**config.mk**
```make
export PLATFORM = sky130hd
export DESIGN_NAME = cpu_top
export DESIGN_NICKNAME = d
export VERILOG_FILES = /design/src/source/cpu_pkg.sv /design/src/source/reg_port_if.sv /design/src/source/alu.sv /design/src/source/register_file.sv /design/src/source/data_ram.sv /design/src/source/exec_unit.sv /design/src/source/cpu_top.sv
export VERILOG_INCLUDE_DIRS = /design/src /design/src/include
export SDC_FILE = /design/constraint.sdc
export NUM_CORES = 2
export LEC_CHECK = 0
export BUFFER_PORTS_ARGS = -buffer_cell sky130_fd_sc_hd__buf_2
export CAP_MARGIN = 30
export CORE_MARGIN = 2
export CORE_UTILIZATION = 40
export CTS_BUF_LIST = sky130_fd_sc_hd__clkbuf_8
export DETAILED_ROUTE_END_ITERATION = 16
export PLACE_DENSITY = 0.54
export RECOVER_POWER = 25
export SLEW_MARGIN = 10
export SYNTH_ARGS = -nofsm -noshare
export SYNTH_HDL_FRONTEND = slang
export SYNTH_SLANG_ARGS = --single-unit
```
**constraint.sdc**
```tcl
create_clock -name clk -period 10.1 [get_ports clk]
set_input_delay 3.03 -clock clk [delete_from_list [all_inputs] [get_ports clk]]
set_output_delay 3.03 -clock clk [all_outputs]
set_load 0.03 [all_outputs]
```
**src/include/cpu_cfg.svh**
```systemverilog
`ifndef CPU_CFG_SVH
`define CPU_CFG_SVH

// Register and memory byte width
`define CPU_DATA_BITS      8

// Memory address and program counter width
`define CPU_ADDR_BITS      8

// Register file size and index width
`define CPU_REG_COUNT      16
`define CPU_REG_ADDR_BITS  4

// Instruction word, stored as two bytes high byte first
`define CPU_INSTR_BITS     16

`endif

```
**src/source/cpu_pkg.sv**
```systemverilog
`default_nettype none

package cpu_pkg;

    // Instruction opcodes in ir[15:12]
    typedef enum logic [3:0] {
        MOVIR = 4'b0000,
        LOAD  = 4'b0010,
        STORE = 4'b0011,
        ADDRR = 4'b0100,
        ADDI  = 4'b0101,
        SUBRR = 4'b0110,
        SUBI  = 4'b0111,
        JNZI  = 4'b1000,
        JZR   = 4'b1001,
        NOP   = 4'b1111
    } opcode_e;

    // Multi-cycle execution stages
    typedef enum logic [2:0] {
        IDLE,
        INSTR_FETCH_START,
        INSTR_FETCH_END,
        REGISTER_FETCH,
        EXECUTE,
        REGISTER_WB,
        STORE_STAGE
    } exec_stage_e;

    // Register file write data source
    typedef enum logic [1:0] {
        ALU_OUTPUT,
        INST_IMMEDIATE,
        MEM_LOAD
    } reg_in_sel_e;

endpackage

`default_nettype wire

```
**src/source/reg_port_if.sv**
```systemverilog
`timescale 1ns/1ps
`default_nettype none

`include "cpu_cfg.svh"

interface reg_port_if;

    // Two read ports, answered one edge after rd_en
    logic [`CPU_REG_ADDR_BITS-1:0] rd0_addr;
    logic [`CPU_REG_ADDR_BITS-1:0] rd1_addr;
    logic                          rd_en;
    logic [`CPU_DATA_BITS-1:0]     rd0_data;
    logic [`CPU_DATA_BITS-1:0]     rd1_data;

    // Single write port
    logic                          wr_en;
    logic [`CPU_REG_ADDR_BITS-1:0] wr_addr;
    logic [`CPU_DATA_BITS-1:0]     wr_data;

    modport ctrl (
        output rd0_addr, rd1_addr, rd_en, wr_en, wr_addr, wr_data,
        input  rd0_data, rd1_data
    );

    modport regs (
        input  rd0_addr, rd1_addr, rd_en, wr_en, wr_addr, wr_data,
        output rd0_data, rd1_data
    );

endinterface

`default_nettype wire

```
**src/source/alu.sv**
```systemverilog
`timescale 1ns/1ps
`default_nettype none

`include "cpu_cfg.svh"

module alu (
    input  wire                       clk,
    input  wire                       reset,
    input  wire                       valid,
    input  wire                       subtract,
    input  wire [`CPU_DATA_BITS-1:0]  a,
    input  wire [`CPU_DATA_BITS-1:0]  b,
    output logic [`CPU_DATA_BITS-1:0] result,
    output logic                      zero
);

    logic [`CPU_DATA_BITS-1:0] sum;

    // Wraps modulo 2^CPU_DATA_BITS
    assign sum = subtract ? (a - b) : (a + b);

    always_ff @(posedge clk or posedge reset) begin
        if (reset) begin
            result <= '0;
            zero   <= 1'b0;
        end else if (valid) begin
            result <= sum;
            zero   <= (sum == '0);
        end
    end

endmodule

`default_nettype wire

```
**src/source/register_file.sv**
```systemverilog
`timescale 1ns/1ps
`default_nettype none

`include "cpu_cfg.svh"

module register_file (
    input wire           clk,
    input wire           reset,
    reg_port_if.regs     reg_port
);

    logic [`CPU_DATA_BITS-1:0] rf [`CPU_REG_COUNT];

    // Nonblocking update, so a read of the register being written sees the old value
    always_ff @(posedge clk or posedge reset) begin
        if (reset) begin
            rf                <= '{default: '0};
            reg_port.rd0_data <= '0;
            reg_port.rd1_data <= '0;
        end else begin
            if (reg_port.rd_en) begin
                reg_port.rd0_data <= rf[reg_port.rd0_addr];
                reg_port.rd1_data <= rf[reg_port.rd1_addr];
            end
            if (reg_port.wr_en) begin
                rf[reg_port.wr_addr] <= reg_port.wr_data;
            end
        end
    end

endmodule

`default_nettype wire

```
**src/source/data_ram.sv**
```systemverilog
`timescale 1ns/1ps
`default_nettype none

`include "cpu_cfg.svh"

module data_ram (
    input  wire                       clk,

    input  wire                       rd_en,
    input  wire [`CPU_ADDR_BITS-1:0]  rd_addr,
    output logic [`CPU_DATA_BITS-1:0] rd_data,

    input  wire                       wr_en,
    input  wire [`CPU_ADDR_BITS-1:0]  wr_addr,
    input  wire [`CPU_DATA_BITS-1:0]  wr_data,

    input  wire                       load_en,
    input  wire [`CPU_ADDR_BITS-1:0]  load_addr,
    input  wire [`CPU_DATA_BITS-1:0]  load_data
);

    localparam int DEPTH = 1 << `CPU_ADDR_BITS;

    logic [`CPU_DATA_BITS-1:0] mem [DEPTH];

    // Program and data share this array; the load port wins over a core write
    always_ff @(posedge clk) begin
        if (load_en) begin
            mem[load_addr] <= load_data;
        end else if (wr_en) begin
            mem[wr_addr] <= wr_data;
        end
    end

    // Read data appears one edge after the request and holds otherwise
    always_ff @(posedge clk) begin
        if (rd_en) begin
            rd_data <= mem[rd_addr];
        end
    end

endmodule

`default_nettype wire

```
**src/source/exec_unit.sv**
```systemverilog
`timescale 1ns/1ps
`default_nettype none

`include "cpu_cfg.svh"

module exec_unit
    import cpu_pkg::*;
(
    input  wire                       clk,
    input  wire                       reset,
    input  wire                       run,

    reg_port_if.ctrl                  reg_port,

    output logic                      rd_en,
    output logic [`CPU_ADDR_BITS-1:0] rd_addr,
    input  wire [`CPU_DATA_BITS-1:0]  rd_data,

    output logic                      wr_en,
    output logic [`CPU_ADDR_BITS-1:0] wr_addr,
    output logic [`CPU_DATA_BITS-1:0] wr_data,

    output logic                      alu_valid,
    output logic                      alu_subtract,
    output logic [`CPU_DATA_BITS-1:0] alu_b,
    input  wire [`CPU_DATA_BITS-1:0]  alu_result,
    input  wire                       alu_zero
);

    exec_stage_e                state;
    logic [`CPU_ADDR_BITS-1:0]  pc;
    logic [`CPU_INSTR_BITS-1:0] ir;
    logic                       zero_flag;
    logic [`CPU_DATA_BITS-1:0]  load_mem;

    opcode_e     opcode;
    reg_in_sel_e reg_in_sel;
    logic        is_arith;
    logic        is_sub;
    logic        is_rr;
    logic        reads_reg;
    logic        writes_back;

    assign opcode = opcode_e'(ir[15:12]);

    // Undefined opcodes leave every flag low and so run as NOP
    always_comb begin
        is_arith    = 1'b0;
        is_sub      = 1'b0;
        is_rr       = 1'b0;
        reads_reg   = 1'b0;
        writes_back = 1'b0;
        case (opcode)
            LOAD: begin
                writes_back = 1'b1;
            end
            STORE, JZR: begin
                reads_reg = 1'b1;
            end
            ADDRR, SUBRR: begin
                is_arith    = 1'b1;
                is_rr       = 1'b1;
                reads_reg   = 1'b1;
                writes_back = 1'b1;
                is_sub      = (opcode == SUBRR);
            end
            ADDI, SUBI: begin
                is_arith    = 1'b1;
                reads_reg   = 1'b1;
                writes_back = 1'b1;
                is_sub      = (opcode == SUBI);
            end
            default: begin
            end
        endcase
    end

    // Memory read requests; the low byte arrives on rd_data in REGISTER_FETCH
    always_comb begin
        rd_en   = 1'b0;
        rd_addr = pc;
        case (state)
            INSTR_FETCH_START: begin
                rd_en = 1'b1;
            end
            INSTR_FETCH_END: begin
                rd_en   = 1'b1;
                rd_addr = pc + 1'b1;
            end
            REGISTER_FETCH: begin
                rd_en   = (opcode == LOAD);
                rd_addr = rd_data;
            end
            default: begin
            end
        endcase
    end

    // Register reads are requested while the low byte is still on rd_data
    assign reg_port.rd_en    = (state == REGISTER_FETCH) && reads_reg;
    assign reg_port.rd0_addr = is_rr ? rd_data[7:4] : ir[11:8];
    assign reg_port.rd1_addr = rd_data[3:0];

    always_comb begin
        case (opcode)
            MOVIR:   reg_in_sel = INST_IMMEDIATE;
            LOAD:    reg_in_sel = MEM_LOAD;
            default: reg_in_sel = ALU_OUTPUT;
        endcase
    end

    always_comb begin
        case (reg_in_sel)
            INST_IMMEDIATE: reg_port.wr_data = ir[7:0];
            MEM_LOAD:       reg_port.wr_data = load_mem;
            default:        reg_port.wr_data = alu_result;
        endcase
    end

    assign reg_port.wr_en = ((state == EXECUTE) && (opcode == MOVIR)) ||
                            ((state == REGISTER_WB) && writes_back);
    assign reg_port.wr_addr = ir[11:8];

    assign alu_valid    = (state == EXECUTE) && is_arith;
    assign alu_subtract = is_sub;
    assign alu_b        = is_rr ? reg_port.rd1_data : ir[7:0];

    always_ff @(posedge clk or posedge reset) begin
        if (reset) begin
            state     <= IDLE;
            pc        <= '0;
            ir        <= {NOP, 12'h000};
            zero_flag <= 1'b0;
            wr_en     <= 1'b0;
        end else begin
            case (state)
                IDLE: begin
                    if (run) begin
                        state <= INSTR_FETCH_START;
                    end
                end
                INSTR_FETCH_START: begin
                    state <= INSTR_FETCH_END;
                end
                INSTR_FETCH_END: begin
                    ir[15:8] <= rd_data;
                    state    <= REGISTER_FETCH;
                end
                REGISTER_FETCH: begin
                    ir[7:0] <= rd_data;
                    // JNZI target is the low byte itself
                    if ((opcode == JNZI) && !zero_flag) begin
                        pc <= rd_data;
                    end else begin
                        pc <= pc + 2'd2;
                    end
                    state <= EXECUTE;
                end
                EXECUTE: begin
                    if ((opcode == JZR) && zero_flag) begin
                        pc <= reg_port.rd0_data;
                    end
                    if (opcode == STORE) begin
                        wr_en <= 1'b1;
                        state <= STORE_STAGE;
                    end else if (writes_back) begin
                        state <= REGISTER_WB;
                    end else begin
                        state <= INSTR_FETCH_START;
                    end
                end
                REGISTER_WB: begin
                    // Only arithmetic results move the zero flag
                    if (is_arith) begin
                        zero_flag <= alu_zero;
                    end
                    state <= INSTR_FETCH_START;
                end
                STORE_STAGE: begin
                    wr_en <= 1'b0;
                    state <= INSTR_FETCH_START;
                end
                default: begin
                    state <= IDLE;
                end
            endcase
        end
    end

    // Store payload and loaded byte, captured in EXECUTE
    always_ff @(posedge clk) begin
        if (state == EXECUTE) begin
            if (opcode == STORE) begin
                wr_addr <= ir[7:0];
                wr_data <= reg_port.rd0_data;
            end
            if (opcode == LOAD) begin
                load_mem <= rd_data;
            end
        end
    end

endmodule

`default_nettype wire

```
**src/source/cpu_top.sv**
```systemverilog
`timescale 1ns/1ps
`default_nettype none

`include "cpu_cfg.svh"

module cpu_top (
    input  wire                       clk,
    input  wire                       reset,
    input  wire                       run,

    input  wire                       load_en,
    input  wire [`CPU_ADDR_BITS-1:0]  load_addr,
    input  wire [`CPU_DATA_BITS-1:0]  load_data,

    output logic                      store_en,
    output logic [`CPU_ADDR_BITS-1:0] store_addr,
    output logic [`CPU_DATA_BITS-1:0] store_data
);

    logic                      mem_rd_en;
    logic [`CPU_ADDR_BITS-1:0] mem_rd_addr;
    logic [`CPU_DATA_BITS-1:0] mem_rd_data;
    logic                      mem_wr_en;
    logic [`CPU_ADDR_BITS-1:0] mem_wr_addr;
    logic [`CPU_DATA_BITS-1:0] mem_wr_data;

    logic                      alu_valid;
    logic                      alu_subtract;
    logic [`CPU_DATA_BITS-1:0] alu_b;
    logic [`CPU_DATA_BITS-1:0] alu_result;
    logic                      alu_zero;

    reg_port_if reg_bus ();

    exec_unit i_exec_unit (
        .clk          (clk),
        .reset        (reset),
        .run          (run),
        .reg_port     (reg_bus),
        .rd_en        (mem_rd_en),
        .rd_addr      (mem_rd_addr),
        .rd_data      (mem_rd_data),
        .wr_en        (mem_wr_en),
        .wr_addr      (mem_wr_addr),
        .wr_data      (mem_wr_data),
        .alu_valid    (alu_valid),
        .alu_subtract (alu_subtract),
        .alu_b        (alu_b),
        .alu_result   (alu_result),
        .alu_zero     (alu_zero)
    );

    alu i_alu (
        .clk      (clk),
        .reset    (reset),
        .valid    (alu_valid),
        .subtract (alu_subtract),
        .a        (reg_bus.rd0_data),
        .b        (alu_b),
        .result   (alu_result),
        .zero     (alu_zero)
    );

    register_file i_register_file (
        .clk      (clk),
        .reset    (reset),
        .reg_port (reg_bus)
    );

    data_ram i_data_ram (
        .clk       (clk),
        .rd_en     (mem_rd_en),
        .rd_addr   (mem_rd_addr),
        .rd_data   (mem_rd_data),
        .wr_en     (mem_wr_en),
        .wr_addr   (mem_wr_addr),
        .wr_data   (mem_wr_data),
        .load_en   (load_en),
        .load_addr (load_addr),
        .load_data (load_data)
    );

    // Every core write is visible outside as a store
    assign store_en   = mem_wr_en;
    assign store_addr = mem_wr_addr;
    assign store_data = mem_wr_data;

endmodule

`default_nettype wire

```
-- Word level (Yosys, flattened, before mapping)
Memory sizes are Yosys's and may differ from the RTL's. A register that Yosys moved wholly into a read port is not among the register bits.
Index checks and enable logic that the tools add are counted.
- input port bits: 20
- bits in writable memories: 2048
- output and inout port bits: 17
- memories kept: 1
- logic and storage cells: 125
- register bits after elaboration: 206
- memories (name ; words ; width ; read ports ; clocked after Yosys merged registers in ; write ports ; line ; source):
    i_data_ram.mem ; 256 ; 8 ; 1 ; 1 ; 1 ; data_ram.sv:24 ; logic [`CPU_DATA_BITS-1:0] mem [DEPTH];
- mux-type cells: 38
- $lt $le $gt $ge: 4
- reduce and logical (&&, ||, !) cells: 27
- bitwise gates (word level): 3
- add/sub/neg operators: 4
- eq/ne operators: 19
- operator list (kind ; number):
    $bwmux 128 ; 1
    $mux 8 ; 11
    $bmux 8 s4 ; 2
    $pmux 8 s2 ; 3
    $demux 8 s4 ; 1
    $pmux 3 s6 ; 1
    $eq 4x3->1 const B ; 4
    $ge 5x5->1 const B ; 3
    $not 4->5 ; 3
    $mux 1 ; 11
    $reduce_and 2->1 ; 5
    $eq 3x3->1 const B ; 3
    $mux 3 ; 3
    $add 8x1->8 const B ; 1
    $add 8x2->8 const B ; 1
    $add 8x8->8 ; 1
    $eq 4x2->1 const B ; 2
    $eq 4x4->1 const B ; 2
    $logic_not 8->1 ; 1
    $reduce_or 2->1 ; 4
    $reduce_or 8->1 ; 1
    $sub 8x8->8 ; 1
    $logic_and 1x1->1 ; 7
    $eq 3x2->1 const B ; 2
    other kinds (16) ; 21

-- Longest topological paths before layout
- depth in word-level cells: 8
- mapped depth: 18
- depth with buffers taken out: 15

-- Cells and area by module
Synthesis repeated with hierarchy kept, for this count alone.
- cells, all modules: 4697
- area total of the unflattened synthesis: 91864.4 um^2
- modules (own cells, without submodules) (module ; cells each ; sequential area each (um^2) ; times used ; area each (um^2)):
    data_ram ; 3833 ; 61739.2 ; 1 ; 80621.1
    register_file ; 477 ; 3603.5 ; 1 ; 7473.4
    exec_unit ; 294 ; 1451.4 ; 1 ; 2952.8
    alu ; 93 ; 225.2 ; 1 ; 817.0

-- Worst setup path before layout
OpenSTA, ideal clock, no wires.
- path kind: input port to flip-flop
- start: in load_en
- end: mem i_data_ram.mem[0][0] (netlist bit), data pin
- path buffers: 2
- data arrival time: 5.663 ns
- stages: 4
- path slack: 3.881 ns
- setup time: 0.556 ns
- required time: 9.544 ns
- cell sequence: clkbuf_1 -> nand2b_1 -> buf_1 -> mux2_2
- longest elaborated chain between the ends: 4
- RTL lines (what ; line ; source):
    from (decl) ; cpu_top.sv:11 ; input wire load_en,
    $mux 1 ; data_ram.sv:28 ; if (load_en) begin
    $mux 1 (not written as such) ; data_ram.sv:31 ; mem[wr_addr] <= wr_data;
    $reduce_or 8->1 (no source line) ; - ;
    $mux 8 (no source line) ; - ;
    to (decl) ; data_ram.sv:24 ;
Every way passes these cells.

-- Worst setup path in the final report
- start: reg i_data_ram.rd_data[1] (read register of i_data_ram.mem)
- end: reg i_data_ram.rd_data[7] (read register of i_data_ram.mem), data pin
- longest elaborated chain between the ends: 1
- RTL lines (what ; line ; source):
    from (decl) ; data_ram.sv:11 ; output logic [`CPU_DATA_BITS-1:0] rd_data,
    $pmux 8 s2 ; exec_unit.sv:82 ; case (state)
Every way passes these cells.
A chain may end at the register's enable or synchronous reset.

==> reports/qor.txt <==
Gate count of the mapped netlist = 6,423
First-pass GRT wire length = 421,000 um
Seq cells post-synth = 2,262
Area of the die = 238,000 um^2
CP Capture Type = flip-flop
Area delta synth->final = 10.8%
Drt drc = 0
Crit start category = flip-flop
Max-Slew Margin vs Limit = -183%
Pre-CTS setup slack = 3140 ps
Routability cong. = 0.877
Setup Viol. Count Final = 0
Number of setup buffers added after CTS = 0
Proportion of layout cells with a drive suffix above 1 = 13.9%
CTS Sinks = 2,262
Port bufs = 36
Post-layout util = 44.6%
Pwr Density = 298 nW/um^2
Post-Route M1 WL = 122,000 um
Fin Clk Skew = 125 ps
Io pins = 37
Asr flop ratio synth = 8.05%
DR top layer = met5
Predominant post-synthesis flop cell = edfxtp_1
Number of hold violations in the final report = 0
Distinct cells, synth = 89
Post_cts resized = 0
Crit path arrival time = 8560 ps
Critical path fanouts, max = 73
Fin crit period = 7750 ps
Cell area after synthesis = 93,500 um^2
DRT Wirelength = 296,000 um
Gr ovfl total = 0
Slew Limit Fails = 622
Drt via density = 5.99
Synth top area share = 66.8%
Peak supply drop = 0.000315 V
Detail Placement HPWL = 173,000 um
Hold_ws = 490 ps
Chip Width = 487 um
Worst slew pin tran = 4250 ps
CP cell instances = clkbuf_1 > mux2_2 > mux2_8 > nand2_1 > nor2_2 > o21ai_0 > o2111ai_1 > o22ai_1 > nor3_1
Highest clock rate = 0.129 GHz
Largest net degree at the start of global routing = 170
Clk Latency, worst-skew pair = 1140 ps
Core area = 233,000 um^2
H-tree depth = 5
DRT Pass-1 Iters = 6
Starting Density = 40.2%
Antenna-violating nets left = 0
Synth area leader = edfxtp_1
Initial antenna violation count = 26
Fillers = 20,700
Multi-input gate area = 24,400 um^2
GRT Util Overall = 24.6%
Die Y = 487 um
Hold Path Class = reg -> reg
FF/Latch Area = 67,000 um^2
EDFF count, synth = 2,080
TritonCTS buffer count = 378
Initial drt markers = 7,188
Max-cap viol count = 12
RSZ-0062 raised after global routing = no
Setup TNS Final = 0 ps
Hold buffers post-CTS = 0
# nets final = 6,532
Post-Syn Area per Cell = 14.6 um^2
Root buffer cell = clkbuf_8
Final std cells w/o fill = 9,807
Vias = 58,800
Final WS setup = 2350 ps
Synth area leaders = edfxtp_1, dfrtp_1, nand2_1
Critical Path RT = 10,910 ps
Yosys warnings = 0
Vias in the first global route = 58,100
Final period util = 76.7%
Run status = complete, but fails checks
Max incr delay on CP = 2320 ps
Placed Cells incl. Taps = 9,157
Met2 wire len = 136,000 um
CP max-delay cell = clkbuf_1
Sequential share of the synthesized area = 71.7%
Row cnt = 177
Critical path class = reg -> reg
Post-synth net total = 6,456
Drt wl/cell = 30.1 um
Routed wl met3 = 28,700 um
Reg clk slew, reported paths = 60 ps
Clk buf depth = 4
CTS tree = done
Top cells by count, synth = edfxtp_1, nand2_1, a211oi_1, and3_1, nor2_1
Count leader, synth = edfxtp_1
Leakage = 34.7 nW
Violated checks = max-capacitance violations, max-slew violations
-- final timing paths --
path                                                      start                     end  slack, ps  cells after the start
setup / recovery                          i_data_ram.rd_data[1]   i_data_ram.rd_data[7]       2350                      9
hold / removal             i_register_file.reg_port.rd0_data[0]  i_exec_unit.wr_data[0]        490                      0
setup reg to reg                          i_data_ram.rd_data[1]   i_data_ram.rd_data[7]       2350                      9
hold reg to reg            i_register_file.reg_port.rd0_data[0]  i_exec_unit.wr_data[0]        490                      0
max in group asynchronous                                 reset  i_register_file.rf[50]       2990                      3
min in group asynchronous                                 reset       i_exec_unit.ir[6]       3230                      2
-- worst max-delay path, delay by kind of cell, from the launching register on --
kind	cells	cell delay, ps
mux	2	1130
flops	1	320
buf+inv	1	2320
compound gates	3	1180
simple gates	3	2370
-- through the flow --
stage / power (mW) / instance area [um^2]
after floorplan: 18.7 / 93500
after global placement: 23.1 / 96700
after detailed placement: 23.2 / 96800
after CTS: 30.8 / 104000
after global routing: 32.1 / 104000
final: 30.9 / 104000
-- sequential cells by signal (all words and copies together), names as in the netlist --
name and flops:
i_alu.zero 1, i_data_ram.mem 2048, i_alu.result 8, i_data_ram.rd_data 8, i_exec_unit.state 3, i_register_file.rf 128, i_register_file.reg_port.rd0_data 8, i_exec_unit.load_mem 8
i_exec_unit.wr_addr 8, i_exec_unit.ir 16, i_register_file.reg_port.rd1_data 8, i_exec_unit.zero_flag 1, i_exec_unit.wr_data 8, i_exec_unit.pc 8, i_exec_unit.wr_en 1
-- area by class of cell --
class,count,share of cell area (%)
Antenna cell,5,0.0121
Timing Repair Buffer,174,1.38
Tap cell,3043,3.67
Inverter,10,0.0374
Sequential cell,2262,64.7
Clock inverter,239,1.33
Clock buffer,401,5.33
Multi-Input combinational cell,3673,23.6
-- cells in the final DEF (no fill, tap or decap), types with 46 or more instances in the layout --
cell type / synthesis / routed
mux4_2: 158 / 158
inv_1: 9 / 94
clkinv_1: 0 / 83
o21ai_0: 212 / 212
edfxtp_1: 2080 / 2080
clkbuf_8: 0 / 401
and3_1: 319 / 319
nand3_1: 239 / 239
clkinv_2: 0 / 46
a211oi_1: 387 / 386
mux2i_1: 115 / 112
buf_4: 39 / 90
a21oi_1: 138 / 136
nor2_1: 303 / 300
mux2_2: 92 / 84
nand2_1: 976 / 960
dfrtp_1: 178 / 178
a311oi_1: 192 / 192
-- cell families (layout without fill, tap and decap cells) --
family | Yosys count | in the layout | synth area share [%]
buffers and inverters | 488 | 824 | 2.47
adders and majority gates | 13 | 13 | 0.182
xor gates and xnor gates | 18 | 18 | 0.169
muxes | 368 | 368 | 6.19
and+or+nand+nor | 2052 | 2052 | 10.1
DFF | 2262 | 2262 | 71.7
other | 0 | 5 | 0
AOI/OAI and AO/OA | 1222 | 1222 | 9.23
-- metal layers --
metal | up-vias | GRT usage, %
met4 | 14 | 7.69
met1 | 30000 | 33.9
met5 | - | 0
li1 | 25300 | -
met3 | 544 | 5.71
met2 | 2961 | 38.5
-- power breakdown --
group	internal, mW	leakage, nW	switching (mW)
Combinational	3.54	9.62	8.67
Clock	4.00	3.87	3.66
Sequential	10.7	21.2	0.298
(Power assumes the default switching activity.)
